--- src/include/mac_ctrl_defs.svh ---
// MAC control receive defines

`ifndef MAC_CTRL_DEFS_SVH
`define MAC_CTRL_DEFS_SVH

// receive stream geometry
`define DATA_W 64
`define KEEP_W (`DATA_W/8)

// fixed MAC control frame fields (annex 31B)
// reserved multicast destination 01-80-C2-00-00-01
`define MCF_DST 48'h01_80_C2_00_00_01

// MAC control EtherType
`define MCF_ETH_TYPE 16'h8808

// PAUSE opcode
`define LFC_OPCODE 16'h0001

// one quantum is 512 bit times
`define QUANTA_CYCLES (512/`DATA_W)

// statistics counter width
`define STAT_W 16

`endif

--- src/hdl/mac_ctrl_pkg.sv ---
// MAC control receive types

`include "mac_ctrl_defs.svh"

package mac_ctrl_pkg;

    // stream beat and lane enables
    typedef logic [`DATA_W-1:0] data_t;
    typedef logic [`KEEP_W-1:0] keep_t;

    // control frame header fields
    typedef logic [47:0] mac_addr_t;
    typedef logic [15:0] eth_type_t;
    typedef logic [15:0] opcode_t;

    // pause time in quanta
    typedef logic [15:0] quanta_t;

    // statistics count
    typedef logic [`STAT_W-1:0] stat_t;

    // beat position inside a received frame
    typedef enum logic [1:0] {
        DEC_IDLE,
        DEC_HDR1,
        DEC_PARAM,
        DEC_DRAIN
    } decode_state_t;

endpackage

--- src/hdl/mcf_decode.sv ---
// MAC control frame decoder

`timescale 1ns/1ps

`include "mac_ctrl_defs.svh"

module mcf_decode (
    input  logic                  clk,
    input  logic                  reset,
    input  mac_ctrl_pkg::data_t   rx_tdata,
    input  mac_ctrl_pkg::keep_t   rx_tkeep,
    input  logic                  rx_tvalid,
    input  logic                  rx_tlast,
    input  logic                  rx_tuser,
    output logic                  mcf_valid,
    output logic                  mcf_is_lfc,
    output mac_ctrl_pkg::quanta_t mcf_quanta
);

    import mac_ctrl_pkg::*;

    decode_state_t state;

    // header fields as they sit in the current beat
    mac_addr_t beat_dst;
    eth_type_t beat_type;
    opcode_t   beat_opcode;
    quanta_t   beat_quanta;

    // per-field match flags held until frame end
    logic dst_ok;
    logic type_ok;
    logic op_ok;

    logic frame_end;

    // byte 0 leads on the wire and multi-byte fields are big endian
    assign beat_dst = {rx_tdata[7:0], rx_tdata[15:8], rx_tdata[23:16],
                       rx_tdata[31:24], rx_tdata[39:32], rx_tdata[47:40]};
    assign beat_type = {rx_tdata[39:32], rx_tdata[47:40]};
    assign beat_opcode = {rx_tdata[55:48], rx_tdata[63:56]};
    assign beat_quanta = {rx_tdata[7:0], rx_tdata[15:8]};

    // only frames that reached the parameter beat can qualify
    assign frame_end = rx_tvalid && rx_tlast &&
                       (state == DEC_PARAM || state == DEC_DRAIN);

    always_ff @(posedge clk) begin
        if (reset) begin
            state <= DEC_IDLE;
            mcf_valid <= 1'b0;
        end else begin
            mcf_valid <= 1'b0;

            if (rx_tvalid) begin
                case (state)
                    DEC_IDLE: begin
                        // destination needs all six lanes present
                        dst_ok <= (rx_tkeep[5:0] == 6'h3f) && (beat_dst == `MCF_DST);
                        state <= rx_tlast ? DEC_IDLE : DEC_HDR1;
                    end
                    DEC_HDR1: begin
                        type_ok <= (rx_tkeep[5:4] == 2'b11) &&
                                   (beat_type == `MCF_ETH_TYPE);
                        op_ok <= (rx_tkeep[7:6] == 2'b11) &&
                                 (beat_opcode == `LFC_OPCODE);
                        state <= rx_tlast ? DEC_IDLE : DEC_PARAM;
                    end
                    DEC_PARAM: begin
                        mcf_quanta <= beat_quanta;
                        state <= rx_tlast ? DEC_IDLE : DEC_DRAIN;
                    end
                    default: begin
                        // trailing payload is ignored
                        state <= rx_tlast ? DEC_IDLE : DEC_DRAIN;
                    end
                endcase
            end

            // bad frame flag is only valid on the last beat
            if (frame_end) begin
                mcf_valid <= dst_ok && type_ok && !rx_tuser;
                mcf_is_lfc <= op_ok;
            end
        end
    end

endmodule

--- src/hdl/pause_timer.sv ---
// PAUSE quanta timer

`timescale 1ns/1ps

`include "mac_ctrl_defs.svh"

module pause_timer (
    input  logic                  clk,
    input  logic                  reset,
    input  logic                  mcf_valid,
    input  logic                  mcf_is_lfc,
    input  mac_ctrl_pkg::quanta_t mcf_quanta,
    input  logic                  rx_lfc_en,
    input  logic                  rx_lfc_ack,
    output logic                  rx_lfc_req,
    output logic                  lfc_paused
);

    import mac_ctrl_pkg::*;

    localparam int PRESC_W = $clog2(`QUANTA_CYCLES);
    localparam logic [PRESC_W-1:0] PRESC_LAST = PRESC_W'(`QUANTA_CYCLES - 1);

    quanta_t            quanta_cnt;
    logic [PRESC_W-1:0] presc;
    logic               load;

    // XON restarts the timer like any newer PAUSE
    assign load = mcf_valid && mcf_is_lfc && rx_lfc_en;

    always_ff @(posedge clk) begin
        if (reset) begin
            quanta_cnt <= '0;
            presc <= '0;
            rx_lfc_req <= 1'b0;
            lfc_paused <= 1'b0;
        end else begin
            // transmitter confirmed the stop in this cycle
            lfc_paused <= rx_lfc_req && rx_lfc_ack;

            if (load) begin
                quanta_cnt <= mcf_quanta;
                presc <= '0;
                rx_lfc_req <= (mcf_quanta != '0);
            end else if (quanta_cnt != '0) begin
                if (presc == PRESC_LAST) begin
                    presc <= '0;
                    quanta_cnt <= quanta_cnt - quanta_t'(1);
                    // release together with the last quantum
                    rx_lfc_req <= (quanta_cnt != quanta_t'(1));
                end else begin
                    presc <= presc + 1'b1;
                end
            end
        end
    end

endmodule

--- src/hdl/pause_stats.sv ---
// MAC control receive statistics

`timescale 1ns/1ps

module pause_stats (
    input  logic                  clk,
    input  logic                  reset,
    input  logic                  mcf_valid,
    input  logic                  mcf_is_lfc,
    input  mac_ctrl_pkg::quanta_t mcf_quanta,
    input  logic                  lfc_paused,
    output mac_ctrl_pkg::stat_t   stat_rx_mcf,
    output mac_ctrl_pkg::stat_t   stat_rx_lfc_pkt,
    output mac_ctrl_pkg::stat_t   stat_rx_lfc_xon,
    output mac_ctrl_pkg::stat_t   stat_rx_lfc_xoff,
    output mac_ctrl_pkg::stat_t   stat_rx_lfc_paused
);

    import mac_ctrl_pkg::*;

    logic lfc_frame;
    logic xon_frame;

    // counted even when pause reception is disabled
    assign lfc_frame = mcf_valid && mcf_is_lfc;
    assign xon_frame = (mcf_quanta == '0);

    // all counters wrap
    always_ff @(posedge clk) begin
        if (reset) begin
            stat_rx_mcf <= '0;
            stat_rx_lfc_pkt <= '0;
            stat_rx_lfc_xon <= '0;
            stat_rx_lfc_xoff <= '0;
            stat_rx_lfc_paused <= '0;
        end else begin
            if (mcf_valid) begin
                stat_rx_mcf <= stat_rx_mcf + stat_t'(1);
            end
            if (lfc_frame) begin
                stat_rx_lfc_pkt <= stat_rx_lfc_pkt + stat_t'(1);
            end
            if (lfc_frame && xon_frame) begin
                stat_rx_lfc_xon <= stat_rx_lfc_xon + stat_t'(1);
            end
            if (lfc_frame && !xon_frame) begin
                stat_rx_lfc_xoff <= stat_rx_lfc_xoff + stat_t'(1);
            end
            if (lfc_paused) begin
                stat_rx_lfc_paused <= stat_rx_lfc_paused + stat_t'(1);
            end
        end
    end

endmodule

--- src/hdl/mac_pause_rx.sv ---
// PAUSE receive top level

`timescale 1ns/1ps

module mac_pause_rx (
    input  logic                clk,
    input  logic                reset,
    input  mac_ctrl_pkg::data_t rx_tdata,
    input  mac_ctrl_pkg::keep_t rx_tkeep,
    input  logic                rx_tvalid,
    input  logic                rx_tlast,
    input  logic                rx_tuser,
    input  logic                rx_lfc_en,
    input  logic                rx_lfc_ack,
    output logic                rx_lfc_req,
    output mac_ctrl_pkg::stat_t stat_rx_mcf,
    output mac_ctrl_pkg::stat_t stat_rx_lfc_pkt,
    output mac_ctrl_pkg::stat_t stat_rx_lfc_xon,
    output mac_ctrl_pkg::stat_t stat_rx_lfc_xoff,
    output mac_ctrl_pkg::stat_t stat_rx_lfc_paused
);

    import mac_ctrl_pkg::*;

    // decoded control frame
    logic    mcf_valid;
    logic    mcf_is_lfc;
    quanta_t mcf_quanta;

    logic    lfc_paused;

    mcf_decode mcf_decode_i (
        .clk        (clk),
        .reset      (reset),
        .rx_tdata   (rx_tdata),
        .rx_tkeep   (rx_tkeep),
        .rx_tvalid  (rx_tvalid),
        .rx_tlast   (rx_tlast),
        .rx_tuser   (rx_tuser),
        .mcf_valid  (mcf_valid),
        .mcf_is_lfc (mcf_is_lfc),
        .mcf_quanta (mcf_quanta)
    );

    pause_timer pause_timer_i (
        .clk        (clk),
        .reset      (reset),
        .mcf_valid  (mcf_valid),
        .mcf_is_lfc (mcf_is_lfc),
        .mcf_quanta (mcf_quanta),
        .rx_lfc_en  (rx_lfc_en),
        .rx_lfc_ack (rx_lfc_ack),
        .rx_lfc_req (rx_lfc_req),
        .lfc_paused (lfc_paused)
    );

    pause_stats pause_stats_i (
        .clk                (clk),
        .reset              (reset),
        .mcf_valid          (mcf_valid),
        .mcf_is_lfc         (mcf_is_lfc),
        .mcf_quanta         (mcf_quanta),
        .lfc_paused         (lfc_paused),
        .stat_rx_mcf        (stat_rx_mcf),
        .stat_rx_lfc_pkt    (stat_rx_lfc_pkt),
        .stat_rx_lfc_xon    (stat_rx_lfc_xon),
        .stat_rx_lfc_xoff   (stat_rx_lfc_xoff),
        .stat_rx_lfc_paused (stat_rx_lfc_paused)
    );

endmodule

--- config.mk ---
export PLATFORM = sky130hd
export DESIGN_NAME = mac_pause_rx
export DESIGN_NICKNAME = d
export VERILOG_FILES = /design/src/hdl/mac_ctrl_pkg.sv /design/src/hdl/mcf_decode.sv /design/src/hdl/pause_timer.sv /design/src/hdl/pause_stats.sv /design/src/hdl/mac_pause_rx.sv
export VERILOG_INCLUDE_DIRS = /design/src /design/src/include
export SDC_FILE = /design/constraint.sdc
export NUM_CORES = 1
export LEC_CHECK = 0
export BUFFER_PORTS_ARGS = -buffer_cell sky130_fd_sc_hd__buf_2
export CAP_MARGIN = 40
export CORE_ASPECT_RATIO = 0.9
export CORE_MARGIN = 2
export CORE_UTILIZATION = 50
export CTS_CLUSTER_DIAMETER = 50
export CTS_CLUSTER_SIZE = 30
export DETAILED_ROUTE_END_ITERATION = 7
export GPL_TIMING_DRIVEN = 1
export PLACE_DENSITY_LB_ADDON = 0.2
export SLEW_MARGIN = 20
export SYNTH_ARGS = -nofsm -noshare
export SYNTH_HDL_FRONTEND = slang
export SYNTH_HIERARCHICAL = 1
export SYNTH_SLANG_ARGS = --single-unit
--- constraint.sdc ---
create_clock -name clk -period 3.2 [get_ports clk]
set_clock_uncertainty 0.2 [all_clocks]
set_input_delay 0.32 -clock clk [delete_from_list [all_inputs] [get_ports clk]]
set_output_delay 0.32 -clock clk [all_outputs]
set_load 0.05 [all_outputs]
==> impl_metrics.yaml, run 1 <==
status:
  status: "finished, final reports clean"
placed_design:
  place_congestion: 0.880
  dp.final_hpwl_um: 10900
  port-buffer-count: 159
synth:
  async_flop_share: 0
  synth_fa_ha_area_frac: 0.0191
  ys_seq_area_frac: 0.455
  ys_seq_elements: 124
  synth_nets: 728
  netlist_top_cells_area: "dfxtp_1 35%, edfxtp_1 10%, nor2_1 4.3%"
  synth_ff_type: "dfxtp_1"
  synth_top_area_frac: 0.353
  synth_top_family_by_area: "simple AND/OR/NAND/NOR gates"
  synth_mux_area_frac: 0.0144
  avgSynthCellArea_um2: 9.21
  synth_cells: 640
  synthDistinctLibCells: 53
  synth.cell_area_um2: 5890
  synthTopCellsByCount: "104 x dfxtp_1, 67 x nor2_1, 43 x a21oi_1"
  synth.most_common_cell: "dfxtp_1"
  yosysWarnings: 6
  synth_edf_count: 20
  synth.largest_area_cell: "dfxtp_1"
  synthSimpleGateAreaFrac: 0.306
  synth_xor_area_frac: 0.0520
  synth_compound_area_frac: 0.126
timing:
  fin_setup_tns_ns: 0
  fin_crit_ns: 2.82
  final-max-slew-violation-count: 0
  finalHoldViolCount: 0
  setup_viol: 0
  rsz0062_at_grt: "no"
  relSlewSlack: 0.534
  fmax_ghz: 0.355
  period_share: 0.881
  worstMarginPinSlew_ns: 0.693
layout:
  fin_util: 0.660
  area_growth_pct: 28.5
  antenna_cells: 0
  drive_above_1_share: 0.259
  nets: 904
  n_fill_cell: 970
critical_path:
  crit_path_cell_trace: "or4_1 > or4_1 > buf_4 > or4_1 > a21oi_1"
  crit_type: "reg -> reg"
  end_kind: "register"
  required_ns: 3.33
  slowest_stage: "or4_1"
  arrival_ns: 2.95
  cp_slowest_stage_delay_ns: 0.60
  worstSetupStartpointType: "register"
  cp_common_cell: "or4_1"
  crit_fanout: 33
route:
  drc: 0
  ant_nets: 0
  firstDrtPassIters: 5
  via_per_inst: 5.90
  drt_wl_total_um: 15800
  drtIter0Drc: 590
  vias: 5814
  wl_per_cell_um: 16.1
floorplan:
  pin_count: 160
  initial_core_util: 0.513
  dieArea_um2: 12700
  coreArea_um2: 11500
  die_w_um: 118
  die_h_um: 107
  rows: 37
run:
  cap_violations: 0
pwr:
  vdd_ir_drop_max_uv: 390
  p_leak_uw: 0.00290
  power_density_nw_per_um2: 453
grt:
  grt_pass1_wl_um: 26000
  antenna_found_initial: 0
  grt_pass1_vias: 5570
  grt_max_degree: 68
  track_usage: 0.255
  gr-total-overflow: 0
clock_tree:
  cts_tree: "yes"
  cts.clk_slew.worst_paths_ns: 0.05
  clk_latency_ns: 0.41
  clock_sinks: 124
  cts_root_buf: "clkbuf_16"
  h-tree-depth: 4
  cts_buffers: 17
  cts_buffer_depth: 2
hold_path:
  hp-class: "in -> reg"
path summary, 6_finish.rpt:
| check | from | end | slack (ns) | depth (start not counted) |
|---|---|---|---|---|
| max | mcf_decode_i/mcf_quanta[1] | pause_stats_i/stat_rx_lfc_xon[13] | 0.38 | 5 |
| min | rx_tvalid | mcf_decode_i/state[0] | 0.04 | 3 |
| max reg2reg | mcf_decode_i/mcf_quanta[1] | pause_stats_i/stat_rx_lfc_xon[13] | 0.38 | 5 |
| min reg2reg | mcf_decode_i/op_ok | mcf_decode_i/mcf_is_lfc | 0.24 | 0 |
worst max-delay path: cells and delay by family, from the launching register on:
kind | cells | cell delay (ns)
AO/OA/AOI/OAI | 1 | 0.16
flip-flops | 1 | 0.41
buffers and inverters | 1 | 0.26
AND/OR/NAND/NOR | 3 | 1.71
metrics by stage:
stage / power [uW] / worst slack [ns] / cell area (um2) / hold slack (ns) / instances
finish: 3430 / 0.381 / 7570 / 0.0367 / 985
global route: 3530 / 0.327 / 7570 / 0.0443 / 985
CTS: 3450 / 0.420 / 7560 / 0.000571 / 984
detailed placement: 1720 / 0.418 / 6830 / 0.225 / 932
global placement: 1720 / 0.509 / 6830 / 0.216 / 932
floorplan: 1650 / 0.631 / 5890 / 0.189 / 640
placed cells by master, fill, tap and decap left out, types with 21 or more instances in the layout:
cell type	netlist	final
or3_1	25	25
nand4_1	23	23
nand3_1	36	36
or4_1	30	30
a21oi_1	43	43
dlygate4sd3_1	0	21
buf_2	2	158
nand2_1	34	34
nor2_1	67	67
dfxtp_1	104	104
o31ai_1	23	23
per-layer routing:
metal / routed length [um] / GRT usage / part of all wire
met5: 0 / 0 / 0
met4: 573 / 0.116 / 0.036
met3: 1100 / 0.0713 / 0.070
met2: 7630 / 0.437 / 0.48
met1: 6510 / 0.299 / 0.41
power by group:
group / internal (uW) / total [uW] / switching [uW]
clock network: 1060 / 1720 / 656
logic: 61.8 / 119 / 57.5
registers: 1590 / 1590 / 2.42
registers in the layout (all words and copies together) (netlist names):
register / cells
pause_timer_i/lfc_paused: 1
mcf_decode_i/state: 2
pause_stats_i/stat_rx_lfc_xon: 16
mcf_decode_i/op_ok: 1
pause_timer_i/quanta_cnt: 16
mcf_decode_i/mcf_valid: 1
mcf_decode_i/mcf_is_lfc: 1
mcf_decode_i/dst_ok: 1
pause_stats_i/stat_rx_mcf: 16
pause_timer_i/rx_lfc_req: 1
pause_stats_i/stat_rx_lfc_paused: 16
pause_timer_i/presc: 3
pause_stats_i/stat_rx_lfc_xoff: 16
pause_stats_i/stat_rx_lfc_pkt: 16
mcf_decode_i/type_ok: 1
mcf_decode_i/mcf_quanta: 16
final cells by class:
| type | count | area, um2 | share of cell area |
|---|---|---|---|
| Clock buffer | 25 | 495 | 0.0654 |
| Clock inverter | 7 | 40.0 | 0.00529 |
| Inverter | 11 | 41.3 | 0.00545 |
| Multi-Input combinational cell | 475 | 3060 | 0.404 |
| Sequential cell | 124 | 2680 | 0.354 |
| Tap cell | 156 | 195 | 0.0258 |
| Timing Repair Buffer | 187 | 1060 | 0.140 |
what timing repair did:
| action | CTS | global route |
|---|---|---|
| setup buffers | 0 | 0 |
| endpoints found under the hold margin | 18 | 1 |
| hold buffers | 20 | 1 |
| resized for setup | 0 | 0 |
logic make-up (layout without fill, tap and decap cells):
family          count (synthesis)  count (layout)
simple gates                  307             307
mux                             8               8
fa+ha+maj                       9               9
xor+xnor                       35              35
flops                         124             124
compound gates                116             116
buf+inv                        41             230
No activity file was read; power rests on OpenSTA's default activity.
==> run 2, diff against run 1 <==
--- a/config.mk
+++ b/config.mk
@@ -15,7 +15,8 @@
 export CTS_CLUSTER_SIZE = 30
 export DETAILED_ROUTE_END_ITERATION = 7
 export GPL_TIMING_DRIVEN = 1
-export PLACE_DENSITY_LB_ADDON = 0.2
+export HOLD_SLACK_MARGIN = 0.15
+export PLACE_DENSITY = 0.8
 export SLEW_MARGIN = 20
 export SYNTH_ARGS = -nofsm -noshare
 export SYNTH_HDL_FRONTEND = slang
==> run 2 against run 1 <==
Net effect: maximum frequency grew 0.76%; sequential power is essentially flat; setup slack gained 0.021 ns; hold slack improved by 0.14 ns; cell count is 0.81% higher; combinational power hardly changed; largest cell class unchanged.
==> impl_metrics.yaml, run 2 (same netlist as run 1, synthesis figures left out) <==
critical_path:
  cp_top_family: "simple AND/OR/NAND/NOR gates"
  crit_type: "reg -> reg"
  crit_path_cell_trace: "or4_1 > or4_1 > buf_4 > or4_1 > a21oi_1"
  worstSetupStartpointType: "register"
  crit_fanout: 33
  arrival_ns: 2.92
  slowest_stage: "or4_1"
  end_kind: "register"
  cp_common_cell: "or4_1"
  cp_num_buf_inv: 1
  required_ns: 3.33
  cp_slowest_stage_delay_ns: 0.59
timing:
  final-max-slew-violation-count: 0
  fmax_ghz: 0.357
  hold_slack_ns: 0.173
  setup_viol: 0
  worstMarginPinSlew_ns: 0.733
  fin_crit_ns: 2.80
  rsz0062_at_grt: "no"
  relSlewSlack: 0.507
  fin_setup_tns_ns: 0
  finalHoldViolCount: 0
  period_share: 0.874
route:
  ant_nets: 0
  via_per_inst: 5.83
  drc: 0
  wl_per_cell_um: 16.1
  drt_wl_total_um: 16000
  vias: 5786
  drtIter0Drc: 506
  firstDrtPassIters: 7
layout:
  area_growth_pct: 31.4
  antenna_cells: 0
  drive_above_1_share: 0.263
  nets: 912
  multi_input_area_um2: 3060
  layout_common_cells: "158 x buf_2, 104 x dfxtp_1, 67 x nor2_1, 43 x a21oi_1, 36 x nand3_1"
  fin_util: 0.674
  n_fill_cell: 928
  layout_commonest_cell: "buf_2"
  register_area_um2: 2680
floorplan:
  dieArea_um2: 12700
  rows: 37
  die_w_um: 118
  initial_core_util: 0.513
  die_h_um: 107
  coreArea_um2: 11500
  pin_count: 160
pwr:
  clkPwrFrac: 0.538
  pwr-share-comb: 0.032
  p_switching_uw: 756
  p_leak_uw: 0.00298
  p_int_uw: 2950
  switching_share: 0.204
  seq_power_share: 0.429
  power_density_nw_per_um2: 478
  vdd_ir_drop_max_uv: 481
grt:
  track_usage: 0.255
  antenna_found_initial: 0
  grt_pass1_wl_um: 26100
  gr-total-overflow: 0
  grt_max_degree: 58
  grt_pass1_vias: 5654
clock_tree:
  cts_root_buf: "clkbuf_16"
  cts_tree: "yes"
  clk_latency_ns: 0.40
  post-cts-setup-buffer-count: 0
  clock_sinks: 124
  cts_buffers: 17
  post_cts_resized: 0
  cts_buffer_depth: 2
  h-tree-depth: 4
  cts.clk_slew.worst_paths_ns: 0.06
placed_design:
  dp.final_hpwl_um: 11000
  port-buffer-count: 159
  place_congestion: 0.898
run:
  cap_violations: 0
hold_path:
  hp-class: "in -> reg"
status:
  status: "finished, final reports clean"
-- run 2: cell count changes in the layout (fill, tap and decap cells not counted), sizes merged --
| cell | previous run | this run |
|---|---|---|
| buf | 166 | 167 |
| clkinv | 5 | 7 |
| bufinv | 0 | 3 |
| dlygate4sd3 | 21 | 28 |
| inv | 11 | 12 |
| clkbuf | 25 | 19 |
-- run 2: repair_timing --
| item | CTS | global route |
|---|---|---|
| setup endpoints to repair | 0 | 1 |
| endpoints found under the hold margin | 23 | 0 |
| hold buffers | 29 | 0 |
-- run 2: final timing paths --
check	from	end	slack, ns	depth (start not counted)
worst max-delay path	mcf_decode_i/mcf_quanta[1]	pause_stats_i/stat_rx_lfc_xon[5]	0.40	5
worst min-delay path	rx_tdata[43]	mcf_decode_i/type_ok	0.17	3
worst max register to register	mcf_decode_i/mcf_quanta[1]	pause_stats_i/stat_rx_lfc_xon[5]	0.40	5
worst min register to register	mcf_decode_i/op_ok	mcf_decode_i/mcf_is_lfc	0.22	0
-- run 2: area by class of cell --
| type | count | area share |
|---|---|---|
| Multi-Input combinational cell | 475 | 0.395 |
| Sequential cell | 124 | 0.346 |
| Timing Repair Buffer | 195 | 0.147 |
| Clock buffer | 19 | 0.0599 |
| Tap cell | 156 | 0.0252 |
| Clock inverter | 13 | 0.0212 |
| Inverter | 11 | 0.00533 |
-- run 2: metal layers --
layer  global-route usage  wire [um]  vias to the layer above
met4                0.127        447                        0
met1                0.290       6580                     2695
met5                    0          0                        -
met2                0.454       7930                      248
met3               0.0543       1020                       39
li1                     -          -                     2804
-- run 2: power by group through the flow --
stage,clock (uW),sequential (uW),combinational (uW)
CTS,2020,1590,118
global placement,0,1620,92.6
detailed placement,0,1620,96.2
floorplan,0,1620,32.2
global route,2090,1590,131
finish,1990,1590,120
-- run 2: worst min-delay path: stages --
cell and delay [ns]:
buf_2 0.10, nand4b_1 0.12, nor2_1 0.06
-- run 2: metrics by stage --
stage | area [um2] | setup slack [ns] | cells | power [uW]
after floorplan | 5890 | 0.631 | 640 | 1650
after detailed placement | 6840 | 0.454 | 933 | 1720
after global routing | 7740 | 0.311 | 993 | 3810
final | 7740 | 0.403 | 993 | 3700
after global placement | 6840 | 0.522 | 933 | 1710
after CTS | 7750 | 0.217 | 994 | 3730
==> run 3, diff against run 2 <==
--- a/config.mk
+++ b/config.mk
@@ -17,6 +17,7 @@
 export GPL_TIMING_DRIVEN = 1
 export HOLD_SLACK_MARGIN = 0.15
 export PLACE_DENSITY = 0.8
+export RECOVER_POWER = 100
 export SLEW_MARGIN = 20
 export SYNTH_ARGS = -nofsm -noshare
 export SYNTH_HDL_FRONTEND = slang
==> constraint.sdc (replaced) <==
create_clock -name clk -period 2.6 [get_ports clk]
set_clock_uncertainty 0.2 [all_clocks]
set_input_delay 0.26 -clock clk [delete_from_list [all_inputs] [get_ports clk]]
set_output_delay 0.26 -clock clk [all_outputs]
set_load 0.05 [all_outputs]
==> run 3 against run 2 <==
Net effect: the run now ends with negative setup slack left; sequential power up 23%; largest cell class unchanged; first-iteration DRC count down 0.40%; critical endpoint is now mcf_decode_i/type_ok; highest routed layer unchanged; largest power group unchanged; flip-flop and latch count unchanged; die area unchanged; setup slack got worse by 0.46 ns; register-to-register slack got worse by 0.42 ns; final area grew 2.0%; combinational power increased by 40%; cell count up 3.4%.
==> impl_metrics.yaml, run 3 (same netlist as run 1, synthesis figures left out) <==
critical_path:
  slowest_stage: "dlygate4sd3_1"
  reg2reg_slack_ns: -0.02
  required_ns: 2.67
  arrival_ns: 2.73
  timing.rr.start: "mcf_decode_i/mcf_quanta[11]"
  worstSetupStartpointType: "primary input"
  cp_slowest_stage_delay_ns: 0.59
  end_kind: "register"
  cp_common_cell: "dlygate4sd3_1"
  crit_fanout: 2
  crit_path_cell_trace: "dlygate4sd3_1 > buf_2 > nor4_4 > dlygate4sd3_1 > nand4b_1 > nor2_1 > dlygate4sd3_1"
  r2r-end: "pause_stats_i/stat_rx_lfc_xon[10]"
  crit_type: "in -> reg"
  rr_worst_depth: 5
route:
  vias: 6064
  firstDrtPassIters: 5
  via_per_inst: 5.90
  wl_per_cell_um: 16.7
  drtIter0Drc: 504
  ant_nets: 0
  drt_wl_total_um: 17200
  drc: 0
grt:
  met1_usage: 0.303
  antenna_found_initial: 0
  use_met2: 0.460
  gr-total-overflow: 0
  grt_pass1_vias: 5754
  track_usage: 0.260
  grt_pass1_wl_um: 26700
  grt_max_degree: 110
  grt_busiest_layer: "met2"
  met3_usage: 0.0686
floorplan:
  pin_count: 160
  coreArea_um2: 11500
  rows: 37
  initial_core_util: 0.513
  dieArea_um2: 12700
  die_h_um: 107
  die_w_um: 118
hold_path:
  hp-start: "rx_tdata[43]"
  min_to: "mcf_decode_i/dst_ok"
  hold_depth: 4
  hp-class: "in -> reg"
timing:
  setup_viol: 7
  fmax_ghz: 0.376
  final.setup.worst_slack_ns: -0.0564
  hold_slack_ns: 0.128
  fin_crit_ns: 2.66
  final-max-slew-violation-count: 0
  period_share: 1.02
  worstMarginPinSlew_ns: 0.855
  finalHoldViolCount: 0
  rsz0062_at_grt: "yes"
  relSlewSlack: 0.430
pwr:
  p_int_uw: 3380
  power_density_nw_per_um2: 542
  p_leak_uw: 0.00273
  switching_share: 0.210
  vdd_ir_drop_max_uv: 408
  clkPwrFrac: 0.504
  pwr-share-comb: 0.039
  p_switching_uw: 900
  seq_power_share: 0.457
clock_tree:
  cts_buffers: 17
  cts.clk_slew.worst_paths_ns: 0.05
  h-tree-depth: 4
  cts_tree: "yes"
  clock_sinks: 124
  cts_root_buf: "clkbuf_16"
  cts_buffer_depth: 2
  clk_latency_ns: 0.41
status:
  violations: "negative setup slack"
  status: "finished with violations"
layout:
  area_growth_pct: 34.0
  drive_above_1_share: 0.165
  antenna_cells: 0
  postLayoutCellArea_um2: 7900
  nets: 948
  layout_common_cells: "104 x clkbuf_1, 104 x dfxtp_1, 67 x nor2_1, 61 x buf_2, 41 x dlygate4sd3_1"
  stdcell_count: 1027
placed_design:
  dp.cells: 949
  port-buffer-count: 159
  place_congestion: 0.832
  placed_cell_area_um2: 6980
  dp.final_hpwl_um: 11000
run:
  cap_violations: 0
run 3: timing repair:
item / CTS / global route
gates cloned: 0 / 1
resized for setup: 6 / 9
endpoints found under the setup margin: 12 / 14
pin swaps: 2 / 7
hold buffers: 42 / 0
buffers inserted: 2 / 4
endpoints found under the hold margin: 24 / 0
run 3: how the worst max path moves through the flow:
stage / endpoint / slack, ns / from
final: mcf_decode_i/type_ok / -0.06 / rx_tdata[32]
after global routing: mcf_decode_i/type_ok / -0.10 / rx_tdata[32]
after CTS: pause_stats_i/stat_rx_lfc_xon[8] / -0.01 / mcf_decode_i/mcf_quanta[1]
after detailed placement: pause_stats_i/stat_rx_lfc_xon[15] / -0.07 / mcf_decode_i/mcf_quanta[2]
after global placement: pause_stats_i/stat_rx_lfc_xon[5] / -0.01 / mcf_decode_i/mcf_quanta[1]
after floorplan: pause_stats_i/stat_rx_lfc_xon[10] / 0.03 / mcf_decode_i/mcf_quanta[1]
run 3: worst max-delay path: cells and delay by family:
kind                   cells  cell delay [ns]
buffers and inverters      4             1.86
AND/OR/NAND/NOR            3             0.60
run 3: routing by layer:
layer,routed length [um],share of wire
met3,1240,0.072
met5,0,0
met4,455,0.027
met2,8610,0.50
met1,6850,0.40
run 3: final cells by class:
cell class / instances / area (um2)
multi-input cells: 475 / 3090
clock buffers: 21 / 460
well taps: 156 / 195
repair buffers: 231 / 1360
clock inverters: 9 / 72.6
flip-flops and latches: 124 / 2680
inverters: 11 / 41.3
fillers: 972 / 3580
run 3: power by group through the flow:
| stage | Sequential (uW) | Combinational [uW] | Clock, uW |
|---|---|---|---|
| global placement | 2000 | 117 | 0 |
| finish | 1960 | 168 | 2160 |
| CTS | 1960 | 158 | 2170 |
| floorplan | 2000 | 39.6 | 0 |
| global route | 1960 | 179 | 2270 |
| detailed placement | 2000 | 121 | 0 |
run 3: stage by stage:
step	setup slack (ns)	power [uW]	setup TNS, ns	util
finish	-0.0564	4280	-0.112	0.688
floorplan	0.0307	2040	0	-
CTS	-0.0117	4280	-0.0280	0.694
global route	-0.103	4410	-0.733	0.688
detailed placement	-0.0720	2120	-0.605	0.608
global placement	-0.0114	2110	-0.0724	0.608
